File: src/timer_macros.svh
//----------------------------------------
// Register map and bit positions of the timer
// Addresses assume the 8-bit bus address width
//----------------------------------------
`ifndef TIMER_MACROS_SVH
`define TIMER_MACROS_SVH

// Bus widths
`define TIMER_ADDR_W 8
`define TIMER_DATA_W 32

// Register addresses
`define TIMER_ADDR_CTRL         8'h08
`define TIMER_ADDR_STATUS       8'h09
`define TIMER_ADDR_PRESCALER    8'h0a
`define TIMER_ADDR_TIMER        8'h0b
`define TIMER_ADDR_FREE_RUNNING 8'h0c

// Bit positions inside the register words
`define TIMER_CTRL_START_BIT     0
`define TIMER_CTRL_STOP_BIT      1
`define TIMER_STATUS_RUNNING_BIT 0
`define TIMER_FREE_RUNNING_BIT   0

`endif
File: src/timer_pkg.sv
//----------------------------------------
// Timer configuration and count types
// Count width follows the bus data width
//----------------------------------------
`include "timer_macros.svh"

package timer_pkg;

  // Prescaler or timer value
  typedef logic [`TIMER_DATA_W-1:0] count_t;

  // Full configuration, 65 bits
  // Stable while the timer runs
  typedef struct packed {
    // Cycles per tick, 0 acts as 1
    count_t prescaler;
    // Loaded into the counter at start
    count_t timer_init;
    // Wrap past zero instead of stopping
    logic   free_running;
  } timer_cfg_t;

  // Reset value of the configuration
  localparam timer_cfg_t CFG_RESET = '{
    prescaler:    '0,
    timer_init:   '0,
    free_running: 1'b0
  };

endpackage

File: src/timer_bus_pkg.sv
//----------------------------------------
// Register bus types, widths from timer_macros.svh
//----------------------------------------
`include "timer_macros.svh"

package timer_bus_pkg;

  // Bus address and data word
  typedef logic [`TIMER_ADDR_W-1:0] addr_t;
  typedef logic [`TIMER_DATA_W-1:0] data_t;

  // Decoded register, REG_NONE for unmapped addresses
  typedef enum logic [2:0] {
    REG_CTRL,
    REG_STATUS,
    REG_PRESCALER,
    REG_TIMER,
    REG_FREE_RUNNING,
    REG_NONE
  } reg_idx_t;

endpackage

File: src/timer_ctrl_if.sv
//----------------------------------------
// Link between register front end and core
// start and stop are one-cycle strobes, no ack
//----------------------------------------
`timescale 1ns/1ps

interface timer_ctrl_if;

  // Configuration from the register file
  timer_pkg::timer_cfg_t cfg;

  // Command strobes, never both high
  logic start;
  logic stop;

  // Core state back to the registers
  timer_pkg::count_t curr_timer;
  logic              running;

  // Register side
  modport regs (
    output cfg, start, stop,
    input  curr_timer, running
  );

  // Core side
  modport core (
    input  cfg, start, stop,
    output curr_timer, running
  );

endinterface

File: src/timer.sv
//----------------------------------------
// Timer top, single-cycle cs/we bus
// No interrupt, poll the status register
//----------------------------------------
`timescale 1ns/1ps

module timer (
  input  logic                 clk,
  input  logic                 reset_n,

  // Register bus
  input  logic                 cs,
  input  logic                 we,
  input  timer_bus_pkg::addr_t address,
  input  timer_bus_pkg::data_t write_data,
  output timer_bus_pkg::data_t read_data,
  output logic                 ready
);

  // Front end to core link
  timer_ctrl_if ctrl_if ();

  //----------------------------------------
  // Register front end
  //----------------------------------------
  timer_regs regs_i (
    .clk        (clk),
    .reset_n    (reset_n),
    .cs         (cs),
    .we         (we),
    .address    (address),
    .write_data (write_data),
    .read_data  (read_data),
    .ready      (ready),
    .ctrl       (ctrl_if.regs)
  );

  //----------------------------------------
  // Counter core
  //----------------------------------------
  timer_core core_i (
    .clk     (clk),
    .reset_n (reset_n),
    .ctrl    (ctrl_if.core)
  );

endmodule

File: src/timer_regs.sv
//----------------------------------------
// Register front end, zero wait states
// Config writes are dropped while running
//----------------------------------------
`timescale 1ns/1ps
`include "timer_macros.svh"

module timer_regs (
  input  logic                 clk,
  input  logic                 reset_n,
  input  logic                 cs,
  input  logic                 we,
  input  timer_bus_pkg::addr_t address,
  input  timer_bus_pkg::data_t write_data,
  output timer_bus_pkg::data_t read_data,
  output logic                 ready,
  timer_ctrl_if.regs           ctrl
);

  //----------------------------------------
  // Declarations
  //----------------------------------------
  timer_bus_pkg::reg_idx_t reg_idx;
  timer_pkg::timer_cfg_t   cfg_reg;

  logic start_reg;
  logic stop_reg;

  logic wr_en;
  logic rd_en;
  logic cfg_wr;
  logic ctrl_wr;
  logic start_new;
  logic stop_new;

  // Map a bus address onto a register
  function automatic timer_bus_pkg::reg_idx_t decode(input timer_bus_pkg::addr_t addr);
    case (addr)
      `TIMER_ADDR_CTRL:         decode = timer_bus_pkg::REG_CTRL;
      `TIMER_ADDR_STATUS:       decode = timer_bus_pkg::REG_STATUS;
      `TIMER_ADDR_PRESCALER:    decode = timer_bus_pkg::REG_PRESCALER;
      `TIMER_ADDR_TIMER:        decode = timer_bus_pkg::REG_TIMER;
      `TIMER_ADDR_FREE_RUNNING: decode = timer_bus_pkg::REG_FREE_RUNNING;
      default:                  decode = timer_bus_pkg::REG_NONE;
    endcase
  endfunction

  //----------------------------------------
  // Bus decode
  //----------------------------------------
  // Every access completes in its own cycle
  assign ready   = cs;
  assign wr_en   = cs && we;
  assign rd_en   = cs && !we;
  assign reg_idx = decode(address);

  // Config locked while the core runs
  assign cfg_wr  = wr_en && !ctrl.running;
  assign ctrl_wr = wr_en && (reg_idx == timer_bus_pkg::REG_CTRL);

  // Stop has priority over start
  assign stop_new  = ctrl_wr && write_data[`TIMER_CTRL_STOP_BIT];
  assign start_new = ctrl_wr && write_data[`TIMER_CTRL_START_BIT] && !stop_new;

  //----------------------------------------
  // Registers
  //----------------------------------------
  always_ff @(posedge clk) begin
    if (!reset_n) begin
      start_reg <= 1'b0;
      stop_reg  <= 1'b0;
    end else begin
      // One-cycle strobes, the cycle after the write
      start_reg <= start_new;
      stop_reg  <= stop_new;
    end
  end

  always_ff @(posedge clk) begin
    if (!reset_n) begin
      cfg_reg <= timer_pkg::CFG_RESET;
    end else if (cfg_wr) begin
      case (reg_idx)
        timer_bus_pkg::REG_PRESCALER:    cfg_reg.prescaler  <= write_data;
        timer_bus_pkg::REG_TIMER:        cfg_reg.timer_init <= write_data;
        timer_bus_pkg::REG_FREE_RUNNING: begin
          cfg_reg.free_running <= write_data[`TIMER_FREE_RUNNING_BIT];
        end
        // Status and unmapped addresses take no write
        default: ;
      endcase
    end
  end

  assign ctrl.cfg   = cfg_reg;
  assign ctrl.start = start_reg;
  assign ctrl.stop  = stop_reg;

  //----------------------------------------
  // Read multiplexer
  //----------------------------------------
  always_comb begin
    read_data = '0;
    if (rd_en) begin
      case (reg_idx)
        timer_bus_pkg::REG_STATUS: begin
          read_data[`TIMER_STATUS_RUNNING_BIT] = ctrl.running;
        end
        timer_bus_pkg::REG_PRESCALER: read_data = cfg_reg.prescaler;
        timer_bus_pkg::REG_TIMER: begin
          // Live count while running, init value when idle
          read_data = ctrl.running ? ctrl.curr_timer : cfg_reg.timer_init;
        end
        timer_bus_pkg::REG_FREE_RUNNING: begin
          read_data[`TIMER_FREE_RUNNING_BIT] = cfg_reg.free_running;
        end
        // Control is write-only, unmapped reads 0
        default: read_data = '0;
      endcase
    end
  end

  //----------------------------------------
  // Assertions
  //----------------------------------------
  // Strobes are exclusive
  a_strobes_exclusive: assert property (
    @(posedge clk) disable iff (!reset_n)
    !(start_reg && stop_reg)
  );

  // Bus never stalls
  a_ready_is_cs: assert property (
    @(posedge clk) disable iff (!reset_n)
    ready == cs
  );

endmodule

File: src/timer_core.sv
//----------------------------------------
// Prescaler and countdown, runs on clk only
// Config must stay stable while running
//----------------------------------------
`timescale 1ns/1ps

module timer_core (
  input logic        clk,
  input logic        reset_n,
  timer_ctrl_if.core ctrl
);

  //----------------------------------------
  // Declarations
  //----------------------------------------
  // Cycles since the last tick or load
  timer_pkg::count_t presc_cnt;
  // Count value that ends a prescaler period
  timer_pkg::count_t presc_last;

  timer_pkg::count_t curr_timer_reg;
  logic              running_reg;

  logic start_ok;
  logic load;
  logic tick;
  logic last_tick;

  //----------------------------------------
  // Control decode
  //----------------------------------------
  // Prescaler of 0 ticks every cycle like 1
  assign presc_last = (ctrl.cfg.prescaler == '0) ?
                      '0 : ctrl.cfg.prescaler - timer_pkg::count_t'(1);

  // One-shot from zero would never end, so refuse it
  assign start_ok = ctrl.cfg.free_running || (ctrl.cfg.timer_init != '0);

  // Start while running is ignored, stop wins
  assign load = ctrl.start && !ctrl.stop && !running_reg && start_ok;

  // One tick per prescaler period
  assign tick = running_reg && (presc_cnt == presc_last);

  // Tick that brings a one-shot count to zero
  assign last_tick = tick && !ctrl.cfg.free_running &&
                     (curr_timer_reg == timer_pkg::count_t'(1));

  //----------------------------------------
  // Prescaler
  //----------------------------------------
  always_ff @(posedge clk) begin
    if (!reset_n) begin
      presc_cnt <= '0;
    end else if (load || tick) begin
      // New period starts at load and after each tick
      presc_cnt <= '0;
    end else if (running_reg) begin
      presc_cnt <= presc_cnt + timer_pkg::count_t'(1);
    end
  end

  //----------------------------------------
  // Countdown and running flag
  //----------------------------------------
  always_ff @(posedge clk) begin
    if (!reset_n) begin
      running_reg    <= 1'b0;
      curr_timer_reg <= '0;
    end else if (load) begin
      running_reg    <= 1'b1;
      curr_timer_reg <= ctrl.cfg.timer_init;
    end else if (ctrl.stop) begin
      // Count is held, idle readback shows the init value
      running_reg <= 1'b0;
    end else if (tick) begin
      // Free-running wraps from 0 to all ones
      curr_timer_reg <= curr_timer_reg - timer_pkg::count_t'(1);
      if (last_tick) begin
        running_reg <= 1'b0;
      end
    end
  end

  assign ctrl.running    = running_reg;
  assign ctrl.curr_timer = curr_timer_reg;

  //----------------------------------------
  // Assertions
  //----------------------------------------
  // Running only rises one cycle after a start strobe
  a_running_needs_start: assert property (
    @(posedge clk) disable iff (!reset_n)
    $rose(running_reg) |-> $past(ctrl.start)
  );

  // Count moves only on a tick or a load
  a_count_changes: assert property (
    @(posedge clk) disable iff (!reset_n)
    $changed(curr_timer_reg) |-> $past(tick || load)
  );

endmodule

File: config.mk
export PLATFORM = sky130hd
export DESIGN_NAME = timer
export DESIGN_NICKNAME = d
export VERILOG_FILES = /design/src/timer_pkg.sv /design/src/timer_bus_pkg.sv /design/src/timer_ctrl_if.sv /design/src/timer.sv /design/src/timer_regs.sv /design/src/timer_core.sv
export VERILOG_INCLUDE_DIRS = /design/src /design/src/src
export SDC_FILE = /design/constraint.sdc
export NUM_CORES = 1
export LEC_CHECK = 0
export CAP_MARGIN = 20
export CELL_PAD_IN_SITES_DETAIL_PLACEMENT = 1
export CELL_PAD_IN_SITES_GLOBAL_PLACEMENT = 2
export CORE_MARGIN = 2
export CORE_UTILIZATION = 35
export CTS_BUF_LIST = sky130_fd_sc_hd__clkbuf_2 sky130_fd_sc_hd__clkbuf_4 sky130_fd_sc_hd__clkbuf_8
export DETAILED_ROUTE_END_ITERATION = 16
export DONT_BUFFER_PORTS = 1
export HOLD_SLACK_MARGIN = 0.03
export PLACE_DENSITY_LB_ADDON = 0.05
export REMOVE_ABC_BUFFERS = 1
export SYNTH_ARGS = -nofsm -noshare
export SYNTH_HDL_FRONTEND = slang
export SYNTH_SLANG_ARGS = --single-unit
File: constraint.sdc
create_clock -name clk -period 3.3 [get_ports clk]
set_input_delay 0.66 -clock clk [delete_from_list [all_inputs] [get_ports clk]]
set_output_delay 0.66 -clock clk [all_outputs]
set_load 0.03 [all_outputs]
==> results by group, run 1 <==
Die
  • Die ar.: around 0.026 mm2
  • Die width: 160.8 um
  • Initial Util: between 30% and 40%
  • Core region area: 0.02425 mm2
  • FP Rows: 57
  • Ports: between 70 and 80
  • Chip height: ~160 um

Logic synthesis
  • Synth Flop Type: dfxtp_1
  • Top cell type by total area after synthesis: dfxtp_1
  • Count leader, synth: nand2_1
  • Commonest cells post-synth: 175 x nand2_1, 132 x dfxtp_1, 114 x nor2_1
  • Seq/Total Area, Yosys: 30.69%
  • Mapped cell area: about 0.0086 mm2
  • Avg Cell Area, Syn: about 7.5 um2
  • Seq cells post-synth: 132
  • Mapped Cells: ~1100
  • Post-synth EDFFs: 0
  • Post-synth top area share: between 30 and 40%
  • Most area-consuming cells after synthesis: dfxtp_1 31%, nand2_1 7.6%, a21oi_1 6.0%
  • Yosys warning count: 0
  • Synth cell types: 80
  • Post-synth ARST share: 0%

Global route
  • Vias in the first global route: ~9400
  • Largest net degree at the start of global routing: 70
  • Total GRT Usage: 28.44%
  • Total grt overflow: 0
  • Initial antenna violation count: 0
  • First-pass GRT wire length: 56740 um

Timing
  • Slew Limit Fails: 0
  • Measured slew at the worst slew-check pin: 692.8 ps
  • Final min period: 3578 ps
  • Count of final hold-check violations: 0
  • Hold_ws: about 300 ps
  • Setup ws final: -278.0 ps
  • Clk_skew: 22.04 ps
  • Fin crit share: 108.4%
  • RSZ-0062 raised after global routing: true
  • Slew margin rel.: a little over half
  • Max Fclk: 279.5 MHz
  • Setup violators final: 65

Finish
  • Layout area overhead: 30.84%
  • Nets: 1328
  • Fin area: 0.01126 mm2
  • Max reg flops: 65
  • Non-Filler Instances: ~1600
  • Ant diodes: 0
  • Layout cell share with drive strength beyond 1: 26.16%

CTS
  • Worst-path clk slew: around 110 ps
  • TritonCTS buffer count: 17
  • Max clock buf depth: 2
  • H-tree depth: 4
  • CTS Sinks: 132
  • Root buffer cell: clkbuf_8
  • CTS Hold Bufs: 0
  • CTS tree: done
  • Worst-Skew Late Latency: 480 ps

Power
  • Clock share of power: 47.5%
  • Overall power: 3.373 mW
  • Power Density: between 200 and 300 mW/mm2
  • Combinational fraction of design power: around 5.3%
  • Internal power: between 2 and 2.5 mW
  • Sw frac: approximately 28%
  • Switching power summed over all nets: 0.9397 mW
  • Maximum vdd drop: around 0.17 mV
  • Leak: roughly 4.2 nW
  • Flop pwr share: 47.2%

Critical path
  • Worst EP arrival: 3940 ps
  • Worst path required time: 3660 ps
  • CP Max Fanout: 7
  • Crit path capture type: flop
  • Worst R2R Start: regs_i.ctrl.cfg[38]$_SDFFE_PN0P_
  • Critical path origin: regs_i.ctrl.cfg[38]$_SDFFE_PN0P_
  • Crit path kind: flop to flop
  • CP startpoint kind: flop

Placement
  • GP Congestion: 1.027
  • # port buffers: 0
  • Dpl cell area: 0.01008 mm2
  • Hpwl dp: around 27000 um
  • Worst slack, placed: -812.4 ps
  • Placed cells: between 1500 and 2000

Detailed routing
  • Starting DRT DRC Count: 534
  • Overall via count from detail_route: 9192
  • Post-Route WL: roughly 37000 um
  • WL/cell: 22.74 um
  • Vias per std cell: 5.688
  • DR pass1 iterations: 5
  • # DRC: 0
  • Post-route ant nets: 0

Worst hold path
  • Min-delay src: write_data[15]
  • Hold Path Class: primary input to flop

Run
  • Max-Cap Viols: 0

Outcome
  • Status: complete, but fails checks
  • Violated checks: negative setup slack
-- layout make-up --
cell class | count | area [um2]
fillers | 2971 | 12980
multi-input cells | 903 | 6005
flip-flops and latches | 132 | 2648
repair buffers | 203 | 1698
well taps | 324 | 405.4
clock buffers | 17 | 234.0
clock inverters | 14 | 188.9
inverters | 23 | 86.33
-- worst paths after layout --
check	end	slack (ps)	depth (start not counted)
setup reg to reg	core_i.ctrl.running$_SDFFE_PN0P_	-280	15
setup / recovery	core_i.ctrl.running$_SDFFE_PN0P_	-280	15
hold reg to reg	regs_i.ctrl.cfg[7]$_SDFFE_PN0P_	500	2
hold / removal	regs_i.ctrl.cfg[16]$_SDFFE_PN0P_	300	2
-- critical path, cell delays in order, from the launching register on --
cell	delay (ps)
dfxtp_1	330
buf_4	180
or3_4	420
or4_1	530
and2_1	200
a211oi_2	230
o2111ai_1	170
nor3_2	230
buf_4	130
nand4_1	200
buf_4	220
nor3_2	130
buf_4	140
buf_4	110
a21oi_1	60
o21a_1	180
-- power by group through the flow --
stage,Combinational [mW],Clock (mW),Sequential [mW]
6_report,0.179,1.60,1.59
5_1_grt,0.190,1.68,1.59
4_1_cts,0.166,1.64,1.59
3_5_place_dp,0.138,0,1.63
3_3_place_gp,0.138,0,1.63
2_1_floorplan,0.0746,0,1.63
-- repair_timing --
| item | CTS | global route |
|---|---|---|
| setup endpoints to repair | 65 | 65 |
| pin swaps | 37 | 58 |
| gates resized for setup | 79 | 32 |
| gates cloned | 2 | 2 |
| setup buffers | 8 | 6 |
-- kinds of logic after synthesis --
kind of cell	Yosys count	synth area share, %
XOR/XNOR	74	7.528
buffers and inverters	113	5.755
flip-flops	132	30.69
multiplexers	37	4.302
adder cells (fa/ha/maj)	4	0.5813
AO/OA/AOI/OAI	241	17.95
AND/OR/NAND/NOR	547	33.19
-- cell usage in the layout (no fill, tap or decap), types with 22 or more instances in the layout --
cell type	synthesis	routed
dfxtp_1	132	128
xnor2_1	49	48
xor2_1	25	22
mux2i_1	37	36
buf_4	2	187
nand4_1	23	23
a211oi_1	36	33
nor3_1	40	33
a21oi_1	104	102
nand2_1	175	175
nor2_1	114	112
nand3_1	41	39
o21ai_0	28	26
-- stage by stage --
stage / setup TNS, ps / util (%)
after global placement: -38040 / 41.57
after detailed placement: -36470 / 41.57
after floorplan: -54960 / -
after global routing: -24690 / 46.46
after CTS: -13110 / 45.41
final: -14350 / 46.46
-- routing by layer --
metal | vias to the layer above | global-route usage, % | routed length (um)
met4 | 0 | 7.873 | 840
met3 | 46 | 3.280 | 1108
met2 | 181 | 51.05 | 18700
met5 | - | 0 | 0
li1 | 4400 | - | -
met1 | 4565 | 35.97 | 16100
No activity file was read; power rests on OpenSTA's default activity.
==> run 2: changes to the inputs <==
--- a/config.mk
+++ b/config.mk
@@ -9,6 +9,7 @@
 export CAP_MARGIN = 20
 export CELL_PAD_IN_SITES_DETAIL_PLACEMENT = 1
 export CELL_PAD_IN_SITES_GLOBAL_PLACEMENT = 2
+export CORE_ASPECT_RATIO = 1.75
 export CORE_MARGIN = 2
 export CORE_UTILIZATION = 35
 export CTS_BUF_LIST = sky130_fd_sc_hd__clkbuf_2 sky130_fd_sc_hd__clkbuf_4 sky130_fd_sc_hd__clkbuf_8
==> run 2 against run 1 <==
Against the previous run:
- the run still ends with negative setup slack left
- die area increased by 0.19%
- non-clock buffer count increased by 42
- clock-buffer cell count up 2
- maximum frequency fell by 2.9%
- first-iteration DRC count decreased by 3.7%
- worst hold slack worse by 18 ps
- wire length increased by 14%
- combinational power rose by 24%
- critical endpoint is now core_i.ctrl.curr_timer[7]$_SDFFE_PN0P_
- highest routed layer unchanged
==> results by group, run 2 (synthesized netlist as in run 1, its figures left out) <==
Outcome
  • Status: complete, but fails checks
  • Violated checks: negative setup slack

Timing
  • Slew Limit Fails: 0
  • Fin crit share: 111.6%
  • Setup ws final: -383.1 ps
  • RSZ-0062 raised after global routing: true
  • Setup violators final: 65
  • Final min period: 3683 ps
  • Measured slew at the worst slew-check pin: between 900 and 1000 ps
  • Slew margin rel.: a little under two fifths
  • Max Fclk: 271.5 MHz
  • Clk_skew: 15.19 ps
  • Hold_ws: 281.6 ps
  • TNS Setup: -20740 ps
  • Count of final hold-check violations: 0

Critical path
  • Flop-to-flop setup slack: -380 ps
  • Critical path's slowest cell: or4_4
  • Crit path kind: flop to flop
  • Worst EP arrival: 4050 ps
  • CP cell instances: buf_6 -> or4_4 -> o31ai_4 -> a21oi_2 -> o41ai_4 -> and4b_1 -> and4bb_1 -> or3b_4 -> buf_12 -> nor4_4 -> xnor2_1 -> a21oi_1
  • Crit-path leading delay family: simple AND/OR/NAND/NOR gates
  • CP startpoint kind: flop
  • CP Max Fanout: 7
  • Crit path capture type: flop
  • Worst path bufs/invs: 2
  • Max stage delay on crit path: about 550 ps
  • Worst path required time: roughly 3700 ps

Power
  • Flop pwr share: 45.5%
  • Maximum vdd drop: 0.2623 mV
  • Sw frac: 25.60%
  • Power Density: 285.7 mW/mm2
  • Clock share of power: 48.1%
  • Switching power summed over all nets: approximately 0.89 mW
  • Internal power: between 2 and 3 mW
  • Combinational fraction of design power: under 10%
  • Leak: 4.543 nW

Finish
  • Nets: about 1400
  • Max reg flops: 65
  • Final Util: 49.98%
  • Most frequent cells in the layout: 209 x buf_4, 175 x nand2_1, 121 x dfxtp_1
  • Ant diodes: 0
  • Layout area overhead: 41.87%
  • Layout cell share with drive strength beyond 1: 33.41%
  • Most common cell after layout, fill and taps aside: buf_4
  • Fin area: 0.01221 mm2
  • Filler cell count: 2903

CTS
  • CTS Sinks: 132
  • CTS Hold Bufs: 0
  • Worst-path clk slew: 90 ps
  • TritonCTS buffer count: 17
  • CTS tree: done
  • Max clock buf depth: 2
  • Root buffer cell: clkbuf_8
  • H-tree depth: 4
  • Worst-Skew Late Latency: 500 ps

Detailed routing
  • DR pass1 iterations: 4
  • Overall via count from detail_route: 9611
  • Starting DRT DRC Count: 514
  • Vias per std cell: 5.835
  • Post-route ant nets: 0
  • # DRC: 0
  • WL/cell: 25.47 um
  • Post-Route WL: 41950 um

Worst hold path
  • Hold Path Class: primary input to flop

Die
  • Die ar.: 0.02592 mm2
  • FP Rows: 76
  • Chip height: 211.5 um
  • Core region area: 0.02444 mm2
  • Ports: 77
  • Initial Util: 35.23%
  • Die width: 122.6 um

Global route
  • First-pass GRT wire length: 61720 um
  • Total GRT Usage: 32.66%
  • Total grt overflow: 0
  • Vias in the first global route: between 10000 and 15000
  • Initial antenna violation count: 0
  • Largest net degree at the start of global routing: 70

Placement
  • Dpl cell area: between 0.01 and 0.015 mm2
  • Worst slack, placed: -720.4 ps
  • # port buffers: 0
  • Hpwl dp: 30880 um
  • GP Congestion: 0.9398

Run
  • Max-Cap Viols: 0
## run 2: changes by cell type in the layout (fill, tap and decap cells not counted), moves of 7 or more
| cell | change |
|---|---|
| buf_6 | +11 |
| buf_4 | +22 |
| nor2_4 | +26 |
| dfxtp_1 | -7 |
| nor2_1 | -30 |
## run 2: metal layers
metal,wire length [um],track usage (%)
met5,0,0
met4,2995,21.40
met3,1059,5.253
met2,23350,61.59
met1,14550,31.88
## run 2: final cells by class
cell class,instances,area [um2],share of cell area [%]
Sequential cell,132,2666,21.83
Clock buffer,19,249.0,2.039
Multi-Input combinational cell,903,6444,52.76
Inverter,23,86.33,0.7068
Clock inverter,13,206.4,1.690
Timing Repair Buffer,245,2172,17.78
Tap cell,312,390.4,3.196
## run 2: power groups by stage
| stage | Combinational, mW | Sequential [mW] | Clock [mW] |
|---|---|---|---|
| 2_1_floorplan | 0.0746 | 1.63 | 0 |
| 3_3_place_gp | 0.143 | 1.63 | 0 |
| 3_5_place_dp | 0.144 | 1.63 | 0 |
| 4_1_cts | 0.195 | 1.59 | 1.71 |
| 5_1_grt | 0.232 | 1.59 | 1.77 |
| 6_report | 0.222 | 1.59 | 1.68 |
## run 2: worst paths after layout
kind / from / end / cells past startpoint
worst max-delay path: regs_i.ctrl.cfg[42]$_SDFFE_PN0P_ / core_i.ctrl.curr_timer[7]$_SDFFE_PN0P_ / 12
worst min-delay path: write_data[9] / regs_i.ctrl.cfg[42]$_SDFFE_PN0P_ / 2
worst max register to register: regs_i.ctrl.cfg[42]$_SDFFE_PN0P_ / core_i.ctrl.curr_timer[7]$_SDFFE_PN0P_ / 12
worst min register to register: regs_i.ctrl.cfg[9]$_SDFFE_PN0P_ / regs_i.ctrl.cfg[9]$_SDFFE_PN0P_ / 2
## run 2: through the flow
stage | power, mW | std cells
after floorplan | 1.704 | 1058
after global placement | 1.773 | 1585
after detailed placement | 1.774 | 1585
after CTS | 3.493 | 1633
after global routing | 3.593 | 1647
final | 3.489 | 1647
## run 2: repair_timing
action,in CTS,in global routing
pin swaps,48,86
endpoints found under the setup margin,66,65
gates resized for setup,105,128
gates cloned,6,2
setup buffers,10,15
## run 2: worst register-to-register path, delay by kind of cell, from the launching register on
kind / cells / cell delay [ps]
AO/OA/AOI/OAI: 4 / 870
XOR/XNOR: 1 / 160
buffers and inverters: 2 / 300
flip-flops: 1 / 370
AND/OR/NAND/NOR: 5 / 1840
